**src/logic/pp_defs.svh**
```systemverilog
//////////////////////////////////////////////////////////////////////
// packet processor widths
// byte, word, register address and microprogram sizes
//////////////////////////////////////////////////////////////////////

`ifndef PP_DEFS_SVH
`define PP_DEFS_SVH

// stream and datapath widths
`define PP_DATA_W 8 // one stream byte
`define PP_WORD_W 16 // datapath, register file and checksum width

// register file
`define PP_REG_AW 4 // sixteen registers

// microprogram store
`define PP_PC_W 3 // program counter bits
`define PP_ROM_DEPTH 8 // one word per program step

`endif
```
**src/logic/pp_ctrl_pkg.sv**
```systemverilog
//////////////////////////////////////////////////////////////////////
// packet processor datapath control types
// sequencer state and mux selects
//////////////////////////////////////////////////////////////////////

`default_nettype none

package pp_ctrl_pkg;

	typedef enum logic [1:0] {
		RUN      = 2'd0, // last step completed its transfers
		STALL    = 2'd1, // waiting on a ready
		DISABLED = 2'd2  // en low or just out of reset
	} seq_state_t;

	// main data bus source
	typedef enum logic [2:0] {
		SEL_CONST    = 3'd0,
		SEL_CHECKSUM = 3'd1,
		SEL_REG      = 3'd2,
		SEL_WORD     = 3'd3, // assembled high byte + live input
		SEL_ALU      = 3'd4,
		SEL_FLAGS    = 3'd5,
		SEL_INPUT    = 3'd6,
		SEL_ZERO     = 3'd7
	} data_sel_t;

	typedef enum logic [1:0] {OP0_CONST, OP0_WORD, OP0_FLAGS, OP0_REG} op0_sel_t;
	typedef enum logic {OP1_CONST, OP1_REG} op1_sel_t;

endpackage

`default_nettype wire

```
**src/logic/pp_isa_pkg.sv**
```systemverilog
//////////////////////////////////////////////////////////////////////
// packet processor instruction set types
// microinstruction kinds, alu operations, compare modes
//////////////////////////////////////////////////////////////////////

`default_nettype none

package pp_isa_pkg;

	// one kind per program step
	typedef enum logic [2:0] {
		IN_HDR  = 3'd0, // take header byte into r0
		CMP_HDR = 3'd1, // test header against drop value
		OUT_HDR = 3'd2, // send header, load port regs
		PASS_HI = 3'd3, // forward byte, keep as high half
		PASS_LO = 3'd4, // forward byte, sum the word
		TRL_HI  = 3'd5, // trailer high byte
		TRL_LO  = 3'd6, // trailer low byte with eof
		DROP    = 3'd7  // swallow rest of frame
	} opcode_t;

	typedef enum logic [1:0] {
		ALU_ADD  = 2'd0,
		ALU_SUB  = 2'd1,
		ALU_AND  = 2'd2,
		ALU_PASS = 2'd3 // op0 straight through
	} alu_op_t;

	// low bits pick the zero test, bit 2 selects byte mode
	typedef enum logic [2:0] {
		EQ_ZERO   = 3'b000,
		NE_ZERO   = 3'b001,
		LT_ZERO   = 3'b010,
		ALWAYS    = 3'b011,
		EQ_ZERO_B = 3'b100,
		NE_ZERO_B = 3'b101,
		LT_ZERO_B = 3'b110,
		ALWAYS_B  = 3'b111
	} comp_mode_t;

endpackage

`default_nettype wire

```
**src/logic/packet_processor.sv**
```systemverilog
//////////////////////////////////////////////////////////////////////
// microcoded packet processor, top level
// sequencer plus datapath: data and operand muxes, word assembler,
// flag register and port address registers
//////////////////////////////////////////////////////////////////////

`default_nettype none

`include "pp_defs.svh"

module packet_processor
	import pp_isa_pkg::*;
	import pp_ctrl_pkg::*;
(
	input wire clk,
	input wire rst,
	input wire en,
	input wire in_sof,
	input wire in_eof,
	input wire in_src_rdy,
	output wire in_dst_rdy,
	input wire [`PP_DATA_W-1:0] in_data,
	output wire out_sof,
	output wire out_eof,
	output wire out_src_rdy,
	input wire out_dst_rdy,
	output wire [`PP_DATA_W-1:0] out_data,
	output logic [3:0] outport_addr,
	output logic [3:0] inport_addr
);

	// sequencer strobes
	logic [`PP_REG_AW-1:0] reg_addr;
	logic [1:0] reg_wen;
	logic fcs_add;
	logic fcs_clear;
	logic high_byte_en;
	logic byte_sel;
	logic flag_en;
	logic outport_en;
	logic inport_en;
	data_sel_t data_sel;
	op0_sel_t op0_sel;
	op1_sel_t op1_sel;
	alu_op_t alu_op;
	comp_mode_t comp_mode;
	logic [`PP_WORD_W-1:0] const_word;

	// datapath
	logic comp_res;
	logic fcs_check;
	logic [`PP_WORD_W-1:0] data_bus; // main mux output
	logic [`PP_WORD_W-1:0] reg_data;
	logic [`PP_WORD_W-1:0] fcs_data;
	logic [`PP_WORD_W-1:0] alu_res;
	logic [`PP_WORD_W-1:0] op0_data;
	logic [`PP_WORD_W-1:0] op1_data;
	logic [`PP_WORD_W-1:0] word_data; // {latched high, live low}
	logic [`PP_DATA_W-1:0] high_byte_q;
	logic [7:0] flag_q; // {0000, fcs_check, comp_res, eof, sof}

	pp_sequencer seq_inst (
		.clk, .rst, .en, .in_sof, .in_eof, .in_src_rdy, .out_dst_rdy, .comp_res,
		.in_dst_rdy, .out_src_rdy, .out_sof, .out_eof, .reg_addr, .reg_wen,
		.fcs_add, .fcs_clear, .high_byte_en, .byte_sel, .flag_en, .outport_en,
		.inport_en, .data_sel, .op0_sel, .op1_sel, .alu_op, .comp_mode, .const_word
	);

	pp_regfile regfile_inst (
		.clk, .rst,
		.wren_low(reg_wen[0]),
		.wren_high(reg_wen[1]),
		.address(reg_addr),
		.data_in(data_bus),
		.data_out(reg_data)
	);

	pp_checksum checksum_inst (
		.clk, .rst,
		.data_in(data_bus), // assembled word on pass_lo
		.add(fcs_add),
		.clear(fcs_clear),
		.check(fcs_check),
		.sum_out(fcs_data)
	);

	pp_alu alu_inst (
		.op0(op0_data), .op1(op1_data), .op(alu_op), .comp_mode,
		.res(alu_res), .comp_res
	);

	// word assembler, high half held from the previous byte
	always_ff @(posedge clk)
	begin
		if (high_byte_en)
			high_byte_q <= in_data;
	end
	assign word_data = {high_byte_q, in_data};

	always_comb
	begin
		case (op0_sel)
			OP0_CONST: op0_data = const_word;
			OP0_WORD:  op0_data = word_data;
			OP0_FLAGS: op0_data = `PP_WORD_W'(flag_q);
			default:   op0_data = reg_data;
		endcase
		op1_data = (op1_sel == OP1_REG) ? reg_data : const_word;
	end

	always_comb
	begin
		case (data_sel)
			SEL_CONST:    data_bus = const_word;
			SEL_CHECKSUM: data_bus = fcs_data;
			SEL_REG:      data_bus = reg_data;
			SEL_WORD:     data_bus = word_data;
			SEL_ALU:      data_bus = alu_res;
			SEL_FLAGS:    data_bus = `PP_WORD_W'(flag_q);
			SEL_INPUT:    data_bus = `PP_WORD_W'(in_data); // zero extended
			default:      data_bus = '0;
		endcase
	end

	assign out_data = byte_sel ? data_bus[`PP_WORD_W-1:`PP_DATA_W] : data_bus[`PP_DATA_W-1:0];

	// flags and port addresses
	always_ff @(posedge clk)
	begin
		if (rst)
		begin
			flag_q <= '0;
			outport_addr <= '0;
			inport_addr <= '0;
		end
		else
		begin
			if (flag_en)
				flag_q <= {4'b0000, fcs_check, comp_res, in_eof, in_sof};
			if (outport_en)
				outport_addr <= data_bus[3:0]; // header low nibble
			if (inport_en)
				inport_addr <= data_bus[7:4]; // header high nibble
		end
	end

endmodule

`default_nettype wire

```
**src/logic/pp_alu.sv**
```systemverilog
//////////////////////////////////////////////////////////////////////
// packet processor alu
// add, subtract, and, pass with byte masking and a zero test
//////////////////////////////////////////////////////////////////////

`default_nettype none

`include "pp_defs.svh"

module pp_alu
	import pp_isa_pkg::*;
(
	input wire [`PP_WORD_W-1:0] op0,
	input wire [`PP_WORD_W-1:0] op1,
	input var alu_op_t op,
	input var comp_mode_t comp_mode,
	output logic [`PP_WORD_W-1:0] res,
	output logic comp_res
);

	logic byte_mode;
	logic [`PP_WORD_W-1:0] a;
	logic [`PP_WORD_W-1:0] b;
	logic is_zero;
	logic is_neg;

	assign byte_mode = comp_mode[2];
	// high bytes forced to zero in byte mode
	assign a = byte_mode ? `PP_WORD_W'(op0[`PP_DATA_W-1:0]) : op0;
	assign b = byte_mode ? `PP_WORD_W'(op1[`PP_DATA_W-1:0]) : op1;

	always_comb
	begin
		case (op)
			ALU_ADD: res = a + b;
			ALU_SUB: res = a - b;
			ALU_AND: res = a & b;
			default: res = a; // pass
		endcase
	end

	// byte mode tests only the low byte
	assign is_zero = byte_mode ? (res[`PP_DATA_W-1:0] == '0) : (res == '0);
	assign is_neg = byte_mode ? res[`PP_DATA_W-1] : res[`PP_WORD_W-1];

	always_comb
	begin
		case (comp_mode_t'({1'b0, comp_mode[1:0]}))
			EQ_ZERO: comp_res = is_zero;
			NE_ZERO: comp_res = !is_zero;
			LT_ZERO: comp_res = is_neg;
			default: comp_res = 1'b1; // always
		endcase
	end

endmodule

`default_nettype wire

```
**src/logic/pp_checksum.sv**
```systemverilog
//////////////////////////////////////////////////////////////////////
// ones' complement checksum unit
// 16 bit accumulator with end-around carry, complemented output
//////////////////////////////////////////////////////////////////////

`default_nettype none

`include "pp_defs.svh"

module pp_checksum
(
	input wire clk,
	input wire rst,
	input wire [`PP_WORD_W-1:0] data_in,
	input wire add,
	input wire clear,
	output logic check, // running sum is all ones
	output logic [`PP_WORD_W-1:0] sum_out
);

	logic [`PP_WORD_W-1:0] acc_q;
	logic [`PP_WORD_W:0] raw; // sum with carry out
	logic [`PP_WORD_W-1:0] folded;

	assign raw = {1'b0, acc_q} + {1'b0, data_in};
	assign folded = raw[`PP_WORD_W-1:0] + `PP_WORD_W'(raw[`PP_WORD_W]); // end-around carry

	always_ff @(posedge clk)
	begin
		if (rst || clear)
			acc_q <= '0;
		else if (add)
			acc_q <= folded;
	end

	assign sum_out = ~acc_q; // trailer value
	assign check = &acc_q;

endmodule

`default_nettype wire

```
**src/logic/pp_regfile.sv**
```systemverilog
//////////////////////////////////////////////////////////////////////
// packet processor register file
// sixteen word registers, byte write enables, async read
//////////////////////////////////////////////////////////////////////

`default_nettype none

`include "pp_defs.svh"

module pp_regfile
(
	input wire clk,
	input wire rst,
	input wire wren_low,
	input wire wren_high,
	input wire [`PP_REG_AW-1:0] address,
	input wire [`PP_WORD_W-1:0] data_in,
	output logic [`PP_WORD_W-1:0] data_out
);

	logic [`PP_WORD_W-1:0] regs [2**`PP_REG_AW];

	always_ff @(posedge clk)
	begin
		if (rst)
			regs <= '{default: '0};
		else
		begin
			if (wren_low)
				regs[address][`PP_DATA_W-1:0] <= data_in[`PP_DATA_W-1:0];
			if (wren_high)
				regs[address][`PP_WORD_W-1:`PP_DATA_W] <= data_in[`PP_WORD_W-1:`PP_DATA_W];
		end
	end

	assign data_out = regs[address]; // combinational read

endmodule

`default_nettype wire

```
**src/logic/pp_sequencer.sv**
```systemverilog
//////////////////////////////////////////////////////////////////////
// packet processor sequencer
// fixed microprogram rom, program counter, ready/stall handling
// and decode of each step into datapath strobes
//////////////////////////////////////////////////////////////////////

`default_nettype none

`include "pp_defs.svh"

module pp_sequencer
	import pp_isa_pkg::*;
	import pp_ctrl_pkg::*;
(
	input wire clk,
	input wire rst,
	input wire en,
	input wire in_sof,
	input wire in_eof,
	input wire in_src_rdy,
	input wire out_dst_rdy,
	input wire comp_res, // from alu compare
	output logic in_dst_rdy,
	output logic out_src_rdy,
	output logic out_sof,
	output logic out_eof,
	output logic [`PP_REG_AW-1:0] reg_addr,
	output logic [1:0] reg_wen, // {high, low}
	output logic fcs_add,
	output logic fcs_clear,
	output logic high_byte_en,
	output logic byte_sel, // 1 selects bus high byte for out_data
	output logic flag_en,
	output logic outport_en,
	output logic inport_en,
	output data_sel_t data_sel,
	output op0_sel_t op0_sel,
	output op1_sel_t op1_sel,
	output alu_op_t alu_op,
	output comp_mode_t comp_mode,
	output logic [`PP_WORD_W-1:0] const_word
);

	localparam int ROM_W = 3 + `PP_PC_W; // {opcode, branch target}

	// branch is taken when the step's condition holds, else pc + 1
	localparam logic [ROM_W-1:0] ROM [`PP_ROM_DEPTH] = '{
		{IN_HDR, `PP_PC_W'(0)}, // no sof, try again
		{CMP_HDR, `PP_PC_W'(7)}, // match goes to drop
		{OUT_HDR, `PP_PC_W'(0)},
		{PASS_HI, `PP_PC_W'(0)},
		{PASS_LO, `PP_PC_W'(3)}, // no eof, next pair
		{TRL_HI, `PP_PC_W'(0)},
		{TRL_LO, `PP_PC_W'(0)}, // always back to header
		{DROP, `PP_PC_W'(7)} // stay until eof, then wrap to 0
	};

	logic [`PP_PC_W-1:0] pc_q;
	logic [`PP_PC_W-1:0] target;
	opcode_t op;
	seq_state_t state_q;
	logic active; // allowed to move bytes this cycle
	logic consume; // step takes an input byte
	logic produce; // step sends an output byte
	logic take; // branch condition
	logic done; // all transfers of the step complete

	assign op = opcode_t'(ROM[pc_q][ROM_W-1 -: 3]);
	assign target = ROM[pc_q][`PP_PC_W-1:0];
	assign active = en && (state_q != DISABLED);

	// transfer kinds and branch condition per step
	always_comb
	begin
		consume = (op == IN_HDR) || (op == DROP) || (op == PASS_HI) || (op == PASS_LO);
		produce = (op == OUT_HDR) || (op == PASS_HI) || (op == PASS_LO) ||
			(op == TRL_HI) || (op == TRL_LO);
		case (op)
			IN_HDR:  take = !in_sof; // stray byte outside a frame
			CMP_HDR: take = comp_res;
			PASS_LO: take = !in_eof;
			TRL_LO:  take = 1'b1;
			DROP:    take = !in_eof;
			default: take = 1'b0;
		endcase
	end

	// pass steps tie both sides so the byte moves in one cycle
	assign in_dst_rdy = active && consume && (!produce || out_dst_rdy);
	assign out_src_rdy = active && produce && (!consume || in_src_rdy);
	assign done = active && (!consume || in_src_rdy) && (!produce || out_dst_rdy);
	assign out_sof = active && (op == OUT_HDR);
	assign out_eof = active && (op == TRL_LO);

	// datapath strobes, writes only on completed steps
	always_comb
	begin
		reg_addr = '0; // header lives in r0
		reg_wen = 2'b00;
		fcs_add = 1'b0;
		fcs_clear = 1'b0;
		high_byte_en = 1'b0;
		byte_sel = 1'b0;
		flag_en = 1'b0;
		outport_en = 1'b0;
		inport_en = 1'b0;
		data_sel = SEL_ZERO;
		op0_sel = OP0_REG;
		op1_sel = OP1_CONST;
		alu_op = ALU_PASS;
		comp_mode = ALWAYS;
		const_word = '0;
		case (op)
			IN_HDR:
			begin
				data_sel = SEL_INPUT; // zero extended header
				reg_wen = {2{done}};
				fcs_clear = done;
			end
			CMP_HDR:
			begin
				data_sel = SEL_ALU;
				alu_op = ALU_SUB;
				comp_mode = EQ_ZERO_B; // r0 - ff == 0 means drop
				const_word = `PP_WORD_W'(8'hFF);
				flag_en = done;
			end
			OUT_HDR:
			begin
				data_sel = SEL_REG;
				outport_en = done;
				inport_en = done;
			end
			PASS_HI:
			begin
				data_sel = SEL_INPUT;
				high_byte_en = done;
			end
			PASS_LO:
			begin
				data_sel = SEL_WORD; // low byte is the live input
				fcs_add = done;
			end
			TRL_HI:
			begin
				data_sel = SEL_CHECKSUM;
				byte_sel = 1'b1;
			end
			TRL_LO:  data_sel = SEL_CHECKSUM;
			default: data_sel = SEL_ZERO; // drop, nothing on the bus
		endcase
	end

	always_ff @(posedge clk)
	begin
		if (rst)
		begin
			pc_q <= '0;
			state_q <= DISABLED;
		end
		else
		begin
			if (!en)
				state_q <= DISABLED;
			else if (done)
				state_q <= RUN;
			else
				state_q <= STALL;
			if (done)
				pc_q <= take ? target : `PP_PC_W'(pc_q + 1'b1); // wraps 7 -> 0
		end
	end

endmodule

`default_nettype wire

```
**config.mk**
```make
export PLATFORM = sky130hd
export DESIGN_NAME = packet_processor
export DESIGN_NICKNAME = d
export VERILOG_FILES = /design/src/logic/pp_ctrl_pkg.sv /design/src/logic/pp_isa_pkg.sv /design/src/logic/packet_processor.sv /design/src/logic/pp_alu.sv /design/src/logic/pp_checksum.sv /design/src/logic/pp_regfile.sv /design/src/logic/pp_sequencer.sv
export VERILOG_INCLUDE_DIRS = /design/src /design/src/logic
export SDC_FILE = /design/constraint.sdc
export NUM_CORES = 1
export LEC_CHECK = 0
export BUFFER_PORTS_ARGS = -buffer_cell sky130_fd_sc_hd__buf_2
export CAP_MARGIN = 20
export CORE_ASPECT_RATIO = 1.2
export CORE_UTILIZATION = 61
export DETAILED_ROUTE_END_ITERATION = 10
export PLACE_DENSITY = 0.81
export SLEW_MARGIN = 20
export SYNTH_ARGS = -nofsm -noshare
export SYNTH_HDL_FRONTEND = slang
export SYNTH_SLANG_ARGS = --single-unit
```
**constraint.sdc**
```tcl
create_clock -name clk -period 8.37 [get_ports clk]
set_input_delay 0.837 -clock clk [delete_from_list [all_inputs] [get_ports clk]]
set_output_delay 0.837 -clock clk [all_outputs]
set_load 0.02 [all_outputs]
```
# Word-level counts from Yosys, hierarchy flattened
# Memory sizes are Yosys's and may differ from the RTL's.
# Cells that the tools add are included.
# word_totals
inputBits	15
mem_count	1
wordCells	113
output_inout_bits	20
register_bits	297
rom_bits	48
# op_classes
n_reduce_logical	35
add_sub_neg	5
n_lt_le_gt_ge	1
n_bitwise	4
n_eq_ne	18
mux	25
# mem_list
name	depth	word_bits	rd	rd_clocked_by_memory_dff	write_ports	line_no	source
(no name shown)	8	6	1	0	0	pp_sequencer.sv:68	assign op = opcode_t'(ROM[pc_q][ROM_W-1 -: 3]);
# ops
op	n
256-bit 2-to-1 mux	1
248-bit 2-to-1 mux	1
16-bit case mux with 7 select lines	1
16-bit case mux with 3 select lines	1
3-bit equality test, second input constant	7
16-bit by 16-bit adder with 17-bit output	1
16-bit by 1-bit adder with 16-bit output	1
16-bit adder	1
16-bit AND	1
16-bit logical NOT	1
16-bit 2-to-1 mux	1
8-bit 2-to-1 mux	2
16-bit inverter	1
16-bit AND reduction	1
16-bit subtractor	1
3-bit case mux with 5 select lines	1
3-bit by 2-bit equality test with 1-bit output, second input constant	4
6-bit 2-to-1 mux	2
1-bit logical OR	10
1-bit logical AND	9
1-bit 2-to-1 mux	9
8-bit logical NOT	1
2-bit OR reduction	4
3-bit by 1-bit equality test with 1-bit output, second input constant	2
other kinds (14)	24

# Logic depth before layout (Yosys ltp)
# Gate-level depths: netlist of run 1.
# depth
depth_word	15
mapped_depth	33

# Cells and area by module
# From an unflattened synthesis of run 1, not the netlist that was laid out.
# hier_totals
hier_cells	2159
area_unflattened_um2	18081.1
# modules_own_cells
module	cells_per_inst	area_per_inst_um2	seq_area_each_um2	n_inst
pp_regfile	1361	11792.6	5124.9	1
packet_processor	226	2069.5	480.5	1
pp_checksum	224	1816.7	320.3	1
pp_alu	241	1611.5	0.0	1
pp_sequencer	107	790.8	100.1	1

# Worst setup path before layout of run 1
# Ideal clock, no wire load.
# synth_path
kind	register -> register
start	reg seq_inst.pc_q[1]
end	reg checksum_inst.acc_q[15]
stages_incl_launch_ff	32
synth_period_minus_slack_ps	6346
setup_slack_ps	2024
setup_time_ps	129
arrival_time_ps	6217
cell_sequence	dfxtp_1 -> clkbuf_1 -> inv_1 -> ha_1 -> clkbuf_1 -> nor2b_1 -> clkbuf_1 -> inv_1 -> ha_1 -> nand2_1 -> o21ai_0 -> a21o_1 -> a21o_1 -> a31oi_1 -> o21ai_0 -> o211ai_1 -> and2_1 -> ha_1 -> or2_2 -> o311ai_0 -> o211ai_1 -> o21a_1 -> o21a_1 -> o21ai_0 -> nand2b_1 -> ha_1 -> and3_1 -> nor2b_1 -> nor4bb_1 -> a32o_1 -> o2111ai_1 -> nor2_1
# synth_via
word_cells_on_any_way	52
classes_between	add/sub: 4; eq/ne: 15; mux: 11; bitwise: 2; reduce/logical: 19; memory: 1
# synth_lines
item	line_no	source
start: declaration	pp_sequencer.sv:58	logic [`PP_PC_W-1:0] pc_q;
start signal: assignment	pp_sequencer.sv:170	pc_q <= take ? target : `PP_PC_W'(pc_q + 1'b1);
3-bit inverter with 4-bit output (implied by the code) *	pp_sequencer.sv:68	
memory 8 x 6 bit *	n/a	
6-bit 2-to-1 mux (implied by the code) * (2 in a row)	pp_sequencer.sv:68	
3-bit by 1-bit equality test with 1-bit output	pp_sequencer.sv:113	case (op)
3-bit 2-to-1 mux	pp_sequencer.sv:113	
16-bit 2-to-1 mux	pp_alu.sv:29	assign a = byte_mode ? `PP_WORD_W'(op0[`PP_DATA_W-1:0]) : op0;
16-bit subtractor, or another cell as far along	pp_alu.sv:36	ALU_SUB: res = a - b;
16-bit case mux with 3 select lines	pp_alu.sv:34	case (op)
16-bit case mux with 7 select lines *	packet_processor.sv:113	case (data_sel)
via checksum_inst.data_in[9]	pp_checksum.sv:14	input wire [`PP_WORD_W-1:0] data_in,
16-bit by 16-bit adder with 17-bit output *	pp_checksum.sv:25	assign raw = {1'b0, acc_q} + {1'b0, data_in};
16-bit by 1-bit adder with 16-bit output *	pp_checksum.sv:26	assign folded = raw[`PP_WORD_W-1:0] + `PP_WORD_W'(raw[`PP_WORD_W]);
end signal: assignment	pp_checksum.sv:33	acc_q <= folded;
end: declaration	pp_checksum.sv:21	logic [`PP_WORD_W-1:0] acc_q;
# The timed path passes the listed nets; every way through them passes the cells marked *. The select of a mux whose other input is x is not followed.
# A chain may end at the register's enable or synchronous reset.

# Final worst setup path of run 1
# layout_path
start	reg seq_inst.pc_q[0]
end	reg checksum_inst.acc_q[15]
# The elaborated chain is that of the path after synthesis.

==> results of run 1 <==
-- state kept, by name, indices dropped and copies added, names as in the netlist --
| signal | count |
|---|---|
| inport_addr | 4 |
| high_byte_q | 8 |
| seq_inst.pc_q | 3 |
| checksum_inst.acc_q | 16 |
| flag_q | 4 |
| regfile_inst.regs | 16 |
| seq_inst.state_q | 2 |
| outport_addr | 4 |
-- cells in the final DEF, fill, tap and decap left out, types with 4 or more instances in the layout --
cell type	count
and2_1	11
mux2_2	6
nand2b_1	4
a21o_1	11
nor2_1	47
o211ai_1	8
o21a_1	8
o21ai_0	21
nor3b_1	4
nor2b_1	4
dfxtp_1	49
a22oi_1	9
xnor2_1	13
and3_1	9
a31oi_1	6
a22o_1	16
clkbuf_8	9
o221ai_1	4
xor2_1	16
buf_4	7
a21oi_1	43
inv_1	8
nor3_1	13
a211oi_1	17
buf_2	34
a221oi_1	8
nand4_1	12
edfxtp_1	8
nand2_1	54
ha_1	34
nand3_1	11
-- per-layer routing --
metal	wire, um	vias to the layer above
li1	-	2056
met1	5210	2026
met2	5790	217
met3	1010	37
met4	471	0
met5	0	-
-- power groups by stage --
stage               clock network [uW]  logic, uW  registers [uW]
floorplan                            0        148             291
global route                       303        215             291
CTS                                290        195             290
global placement                     0        191             296
finish                             290        200             290
detailed placement                   0        194             296
-- metrics by stage --
stage	hold WS [ps]	utilization (%)	setup slack [ps]	total power, uW	cell area [um2]
3_3_place_gp	443	66.7	1180	487	4600
3_5_place_dp	451	66.7	881	490	4600
2_1_floorplan	420	-	2020	439	4390
6_report	458	69.9	757	780	4820
5_1_grt	476	69.9	63.5	810	4820
4_1_cts	461	69.9	874	776	4820
-- final cells by class --
| type | instances | area [um2] | share of cell area [%] |
|---|---|---|---|
| clock buffer | 9 | 124 | 2.57 |
| clock inverter | 7 | 95.1 | 1.97 |
| tap | 87 | 109 | 2.26 |
| inverter | 9 | 33.8 | 0.701 |
| multi-input combinational | 439 | 3020 | 62.5 |
| sequential | 57 | 1220 | 25.3 |
| timing repair buffer | 41 | 223 | 4.62 |
-- cell families (layout without fill, tap and decap cells) --
| logic type | count (synthesis) | in the layout | synth area share, % |
|---|---|---|---|
| and+or+nand+nor | 185 | 185 | 20.6 |
| AOI/OAI and AO/OA | 180 | 180 | 29.5 |
| DFF | 57 | 57 | 27.8 |
| buffers and inverters | 39 | 66 | 3.48 |
| adders and majority gates | 36 | 36 | 10.6 |
| xor gates and xnor gates | 29 | 29 | 5.79 |
| muxes | 9 | 9 | 2.23 |
-- final timing paths --
path                                      start                              endpoint  slack (ps)  cells past startpoint
hold reg to reg     inport_addr[3]$_SDFFE_PP0P_           inport_addr[3]$_SDFFE_PP0P_         460                      2
setup reg to reg  seq_inst.pc_q[0]$_SDFFE_PP0P_  checksum_inst.acc_q[15]$_SDFFE_PP0P_         760                     26
setup / recovery  seq_inst.pc_q[0]$_SDFFE_PP0P_  checksum_inst.acc_q[15]$_SDFFE_PP0P_         760                     26
hold / removal      inport_addr[3]$_SDFFE_PP0P_           inport_addr[3]$_SDFFE_PP0P_         460                      2
-- worst reg2reg max path: stages (launching register included) --
cell,delay [ps]
dfxtp_1,710
ha_1,520
nor2b_1,670
inv_1,510
ha_1,480
a21o_1,130
a21oi_1,90
o21ai_0,300
a21oi_1,110
o21ai_0,460
o211ai_1,210
and2_1,230
ha_1,420
and3_1,290
nand3_1,110
o211ai_1,230
o21a_1,160
o21a_1,140
o21ai_0,80
nand2b_1,90
ha_1,170
and3_1,230
nor2b_1,250
nor4bb_1,500
a32o_1,260
o2111ai_1,120
nor2_1,90
==> results.ini, run 1 <==
[outcome]
status=completed

[timing]
fmax_mhz=131
rsz0062_at_grt=no
fin_skew_ps=9.61
fin_crit_sh_pct=91.0
slew_violations=0
hold_viol_final=0
tns_ps=0
fin_crit_ps=7610
worstMarginPinSlew_ps=935
setup_viol=0
relSlewSlack_pct=37.6

[floorplan]
fp.dieH_um=94.9
rows=33
die_x_um=79.4
die-area_um2=7530
core-area_um2=6900
ios=35
initial_core_util_pct=63.6

[routing]
drc_errors=0
wl_per_cell_um=19.2
ant_nets=0
viasPerCell=6.68
drt-initial-drc-count=419
routed_wl_um=12500
drt-pass1-iter-count=5
route.vias.total=4336

[cts]
cts_buffers=9
h-tree-depth=3
post_cts_buffers=0
cts_buffer_depth=2
path_clk_slew_ps=70
clock_latency_ps=360
ctsRootBufferMaster=clkbuf_8
cts_resized=0
cts_tree=done
cts_hold_buffers=0
cts_sinks=57

[placed_design]
dp_hpwl_um=9400
portBuffers=34
gp_congestion=0.993
dp.cells=633

[yosys]
synth_cell_types=66
yosys-top-cells-area=dfxtp_1 (22%), ha_1 (9.7%), edfxtp_1 (5.5%)
synthCells=535
syn_area_per_cell_um2=8.20
ys_ff_latch=57
async_flop_share_pct=0
ys_warn_count=0
synth_ff_type=dfxtp_1
yosysSeqAreaShare_pct=27.8
synth.top_cell.area_share_pct=22.4
synth_top_cells_by_count=nand2_1 (54), dfxtp_1 (49), nor2_1 (47)
synth_most_common_cell=nand2_1
syn_nets=586
synth_top_area_cell=dfxtp_1
synth_edf_count=8
synth_area_um2=4390

[power_and_ir_drop]
pwr-share-comb_pct=25.6
seqPwrFrac_pct=37.2
p_int_uw=523
worst_ir_drop_vdd_uv=165
swShare_pct=33.0
cellPowerDensity_nw_per_um2=162
clockPowerShare_pct=37.2
total_leakage_power_uw=0.00196
p_switching_uw=257

[global_routing]
antenna_found_initial=0
grt_max_degree=30
grt_pass1_vias=3915
grt_use_met2_pct=55.2
grt_use_met1_pct=44.1
overflow=0
grt_pass1_wl_um=19800
grt.total_usage_pct=34.6
grt_busiest_layer=met2
use_met3_pct=7.34

[layout]
num-fill-cells=559
drive_gt1_share_pct=13.2
final_nets=608
antenna_cells=0
area_delta_synth_final_pct=9.93
final_cells=649

[worst_hold_path]
min_path_type=reg2reg

[setup_path]
max_stage_delay_ps=710
critPathMaxFanout=21
crit_arrival_ps=7910
crit_required_ps=8670
path_buf_inv=1
endpoint_kind=register
cp_slowest_cell=dfxtp_1
cp_common_cell=ha_1
crit_path_start_kind=register
critPathTopFamily=simple AND/OR/NAND/NOR gates
worstSetupPathType=reg2reg

[run]
maxCapViolations=0

Power figures use the tool's default switching activity.
==> run 2: changes to the inputs <==
- clock period: 8.37 -> 8 ns (I/O delays scaled with it)
==> results.ini, run 2 (synthesized netlist as in run 1, its figures left out) <==
[timing]
hold_viol_final=0  ; unchanged
fin_skew_ps=6.33  ; was 9.61 ps
fmax_mhz=142  ; was 131 MHz
slew_violations=0  ; unchanged
tns_ps=0  ; unchanged
relSlewSlack_pct=45.1  ; was 37.6%
setup_viol=0  ; unchanged
fin_crit_ps=7030  ; was 7610 ps
fin_crit_sh_pct=87.8  ; was 91.0%
worstMarginPinSlew_ps=817  ; was 935 ps
rsz0062_at_grt=no  ; unchanged

[power_and_ir_drop]
fin_total_pwr_uw=786  ; was 780 uW
total_leakage_power_uw=0.00196  ; about the same
worst_ir_drop_vdd_uv=112  ; was 165 uV
cellPowerDensity_nw_per_um2=163  ; was 162 nW/um2

[floorplan]
rows=33  ; unchanged
die_x_um=79.4  ; unchanged
die-area_um2=7530  ; unchanged
fp.dieH_um=94.9  ; unchanged
core-area_um2=6900  ; unchanged
ios=35  ; unchanged
initial_core_util_pct=63.6  ; unchanged

[setup_path]
crit_path_start_kind=register  ; unchanged
endpoint_kind=register  ; unchanged
cp_slowest_cell=dfxtp_1  ; unchanged
cp_common_cell=ha_1  ; unchanged
crit_arrival_ps=7300  ; was 7910 ps
max_stage_delay_ps=710  ; about the same
worstSetupPathType=reg2reg  ; unchanged
crit_required_ps=8270  ; was 8670 ps
worst_r2r_path_depth=28  ; was 26
critPathMaxFanout=19  ; was 21

[cts]
cts_buffer_depth=2  ; unchanged
cts_resized=0  ; unchanged
cts_hold_buffers=0  ; unchanged
cts_sinks=57  ; unchanged
post_cts_buffers=0  ; unchanged
h-tree-depth=3  ; unchanged
clock_latency_ps=340  ; was 360 ps
cts_tree=done  ; unchanged
ctsRootBufferMaster=clkbuf_8  ; unchanged
cts_buffers=9  ; unchanged
path_clk_slew_ps=70  ; about the same

[layout]
area_delta_synth_final_pct=9.59  ; was 9.93%
multi_input_area_um2=3020  ; unchanged
top_regs=checksum_inst.acc_q (16), regfile_inst.regs (16), high_byte_q (8)  ; unchanged
final_nets=609  ; was 608
most-common-layout-cells=nand2_1 (54), dfxtp_1 (49), nor2_1 (47), a21oi_1 (43)  ; unchanged
num-fill-cells=584  ; was 559
antenna_cells=0  ; unchanged
regArea_um2=1220  ; unchanged
fin_area_um2=4810  ; was 4820 um2
final_common_cell=nand2_1  ; unchanged
drive_gt1_share_pct=13.3  ; was 13.2%

[placed_design]
gp_congestion=0.999  ; was 0.993
dp_hpwl_um=9520  ; was 9400 um
portBuffers=34  ; unchanged
placed_area_um2=4610  ; was 4600 um2

[outcome]
status=completed  ; unchanged

[run]
maxCapViolations=0  ; unchanged

[global_routing]
overflow=0  ; unchanged
grt_pass1_wl_um=20100  ; was 19,800 um
grt_pass1_vias=4007  ; was 3,915
antenna_found_initial=0  ; unchanged
grt.total_usage_pct=34.6  ; about the same
grt_max_degree=30  ; unchanged

[routing]
route.vias.total=4360  ; was 4,336
drt-initial-drc-count=464  ; was 419
drt-pass1-iter-count=5  ; unchanged
wl_per_cell_um=19.2  ; about the same
ant_nets=0  ; unchanged
drc_errors=0  ; unchanged
routed_wl_um=12500  ; about the same
viasPerCell=6.71  ; was 6.68

[worst_hold_path]
hold_depth=2  ; unchanged
min_path_type=reg2reg  ; unchanged

[run 2: cell types whose count changed in the layout (fill, tap and decap cells not counted)]
cell	before	now
clkinvlp_4	3	2
clkbuf_1	0	1
clkbuf_8	9	10
clkinv_1	2	1
buf_4	7	8
bufinv_16	2	1
clkinv_4	1	0
clkinv_2	0	2
[run 2: through the flow]
step | util (%) | setup slack [ps] | cells | hold WS [ps]
final | 69.7 | 973 | 650 | 458
after global routing | 69.7 | 338 | 650 | 483
after CTS | 69.7 | 1090 | 650 | 455
after detailed placement | 66.8 | 1130 | 634 | 446
after global placement | 66.8 | 1430 | 634 | 441
after floorplan | - | 1650 | 535 | 420
[run 2: layer usage]
| metal | wire, um | track usage, % |
|---|---|---|
| met5 | 0 | 0 |
| met4 | 551 | 17.9 |
| met3 | 914 | 5.51 |
| met2 | 5820 | 54.8 |
| met1 | 5220 | 45.1 |
[run 2: area by class of cell]
| type | instances | area share [%] |
|---|---|---|
| clock inverter | 5 | 1.15 |
| clock buffer | 11 | 2.94 |
| timing repair buffer | 42 | 4.79 |
| multi-input combinational | 439 | 62.7 |
| sequential | 57 | 25.4 |
| tap | 87 | 2.27 |
| inverter | 9 | 0.703 |
[run 2: worst paths after layout]
kind | startpoint | to | slack (ps)
worst max-delay path | seq_inst.pc_q[1]$_SDFFE_PP0P_ | checksum_inst.acc_q[15]$_SDFFE_PP0P_ | 970
worst min-delay path | inport_addr[3]$_SDFFE_PP0P_ | inport_addr[3]$_SDFFE_PP0P_ | 460
worst max register to register | seq_inst.pc_q[1]$_SDFFE_PP0P_ | checksum_inst.acc_q[15]$_SDFFE_PP0P_ | 970
worst min register to register | inport_addr[3]$_SDFFE_PP0P_ | inport_addr[3]$_SDFFE_PP0P_ | 460
[run 2: critical path: cells and delay by family, from the launching register on]
| family | cells | cell delay, ps |
|---|---|---|
| fa+ha+maj | 4 | 1220 |
| flops | 1 | 710 |
| buf+inv | 2 | 690 |
| simple gates | 9 | 1780 |
| compound gates | 13 | 2590 |
[run 2: power breakdown]
| part | switching, uW | internal [uW] | total (uW) |
|---|---|---|---|
| logic | 134 | 78.1 | 212 |
| clock network | 120 | 151 | 272 |
| registers | 7.48 | 294 | 302 |
==> run 3: changes to the inputs <==
- RECOVER_POWER: default -> 50
==> results.ini, run 3 (synthesized netlist as in run 1, its figures left out) <==
[outcome]
status=completed  ; unchanged

[run]
maxCapViolations=0  ; unchanged

[cts]
cts_tree=done  ; unchanged
cts_buffer_depth=2  ; unchanged
ctsRootBufferMaster=clkbuf_8  ; unchanged
cts_hold_buffers=0  ; unchanged
cts_sinks=57  ; unchanged
path_clk_slew_ps=70  ; about the same
cts_buffers=9  ; unchanged
clock_latency_ps=340  ; about the same
cts_resized=0  ; unchanged
post_cts_buffers=0  ; unchanged
h-tree-depth=3  ; unchanged

[routing]
ant_nets=0  ; unchanged
route.vias.total=4355  ; was 4,360
viasPerCell=6.70  ; was 6.71
routed_wl_um=12500  ; about the same
drt-pass1-iter-count=5  ; unchanged
drt-initial-drc-count=481  ; was 464
wl_per_cell_um=19.2  ; about the same
drc_errors=0  ; unchanged

[floorplan]
fp.dieH_um=94.9  ; unchanged
core-area_um2=6900  ; unchanged
initial_core_util_pct=63.6  ; unchanged
rows=33  ; unchanged
ios=35  ; unchanged
die-area_um2=7530  ; unchanged
die_x_um=79.4  ; unchanged

[layout]
final_common_cell=nand2_1  ; unchanged
drive_gt1_share_pct=9.24  ; was 13.3%
most-common-layout-cells=nand2_1 (54), dfxtp_1 (49), nor2_1 (47), a21oi_1 (43), ha_1 (34)  ; was nand2_1 (54), dfxtp_1 (49), nor2_1 (47), a21oi_1 (43)
antenna_cells=0  ; unchanged
num-fill-cells=591  ; was 584
top_regs=checksum_inst.acc_q (16), regfile_inst.regs (16), high_byte_q (8)  ; unchanged
post-route-util_pct=69.2  ; was 69.7%
fin_area_um2=4770  ; was 4810 um2
area_delta_synth_final_pct=8.84  ; was 9.59%
final_nets=609  ; unchanged

[setup_path]
cp_common_cell=ha_1  ; unchanged
worstSetupPathType=reg2reg  ; unchanged
worstPathCellList=inv_1 > ha_1 > nor4_1 > a221oi_1 > a21oi_1 > a221oi_1 > nor2_1 > ha_1 > fa_1 > a21o_1 > a221oi_2 > o211ai_1 > o21a_1 > o21a_1 > o21ai_0 > nand2b_1 > ha_1 > and3_1 > nor2b_1 > nor4bb_1 > a32o_1 > o2111ai_1 > nor2_1
critPathMaxFanout=19  ; unchanged
endpoint_kind=register  ; unchanged
path_buf_inv=1  ; was 2
max_stage_delay_ps=1080  ; was 710 ps
crit_required_ps=8270  ; about the same
crit_arrival_ps=7430  ; was 7300 ps
cp_slowest_cell=nor4_1  ; was dfxtp_1
crit_path_start_kind=register  ; unchanged
critPathTopFamily=simple AND/OR/NAND/NOR gates  ; was compound AO/OA/AOI/OAI gates

[global_routing]
overflow=0  ; unchanged
grt.total_usage_pct=34.6  ; unchanged
grt_max_degree=30  ; unchanged
antenna_found_initial=0  ; unchanged
grt_pass1_wl_um=20100  ; unchanged
grt_pass1_vias=4007  ; unchanged

[power_and_ir_drop]
fin_total_pwr_uw=785  ; was 786 uW
total_leakage_power_uw=0.00188  ; was 0.00196 uW
cellPowerDensity_nw_per_um2=164  ; was 163 nW/um2
worst_ir_drop_vdd_uv=111  ; was 112 uV

[timing]
fin_skew_ps=7.27  ; was 6.33 ps
fin_hold_ws_ps=461  ; was 458 ps
hold_viol_final=0  ; unchanged
slew_violations=0  ; unchanged
tns_ps=0  ; unchanged
relSlewSlack_pct=15.5  ; was 45.1%
fin_crit_ps=7150  ; was 7030 ps
fmax_mhz=140  ; was 142 MHz
fin_crit_sh_pct=89.4  ; was 87.8%
rsz0062_at_grt=no  ; unchanged
setup_viol=0  ; unchanged
worstMarginPinSlew_ps=1260  ; was 817 ps

[placed_design]
portBuffers=34  ; unchanged
placed_area_um2=4610  ; unchanged
dp_hpwl_um=9520  ; unchanged
gp_congestion=0.999  ; unchanged

[worst_hold_path]
min_path_type=reg2reg  ; unchanged

run 3: worst reg2reg max path, cell delays in order (launching register included):
cell       delay (ps)
dfxtp_1           710
inv_1             250
ha_1              380
nor4_1           1080
a221oi_1          230
a21oi_1           620
a221oi_1          200
nor2_1            450
ha_1              300
fa_1              230
a21o_1            160
a221oi_2          110
o211ai_1          250
o21a_1            160
o21a_1            150
o21ai_0            80
nand2b_1          110
ha_1              180
and3_1            240
nor2b_1           290
nor4bb_1          460
a32o_1            240
o2111ai_1         120
nor2_1            100
run 3: cell type report:
class / count / area, um2 / share of cell area (%)
Clock buffer: 11 / 141 / 2.96
Multi-Input combinational cell: 439 / 3010 / 63.0
Timing Repair Buffer: 42 / 204 / 4.27
Tap cell: 87 / 109 / 2.28
Clock inverter: 5 / 55.1 / 1.15
Inverter: 9 / 33.8 / 0.708
Sequential cell: 57 / 1220 / 25.6
run 3: final timing paths:
path                                                    start  slack (ps)  cells past startpoint                              endpoint
worst max-delay path            seq_inst.pc_q[1]$_SDFFE_PP0P_         850                     23  checksum_inst.acc_q[15]$_SDFFE_PP0P_
worst min-delay path              inport_addr[3]$_SDFFE_PP0P_         460                      2           inport_addr[3]$_SDFFE_PP0P_
worst max register to register  seq_inst.pc_q[1]$_SDFFE_PP0P_         850                     23  checksum_inst.acc_q[15]$_SDFFE_PP0P_
worst min register to register    inport_addr[3]$_SDFFE_PP0P_         460                      2           inport_addr[3]$_SDFFE_PP0P_
run 3: through the flow:
step | std cells | worst slack, ps
after floorplan | 535 | 1650
after global placement | 634 | 1430
after detailed placement | 634 | 1130
after CTS | 650 | 1090
after global routing | 650 | 280
final | 650 | 846
run 3: power by group:
group          internal, uW  total [uW]  switching (uW)  leakage (uW)
clock network           151         272             121     0.0000953
registers               294         302            7.54      0.000468
logic                  76.9         211             134       0.00132
run 3: per-layer routing:
metal  global-route usage, %  wire length, um  part of all wire, %
met3                    5.51              955                  7.6
met4                    17.9              552                  4.4
met1                    45.1             5230                   42
met2                    54.8             5760                   46
met5                       0                0                    0
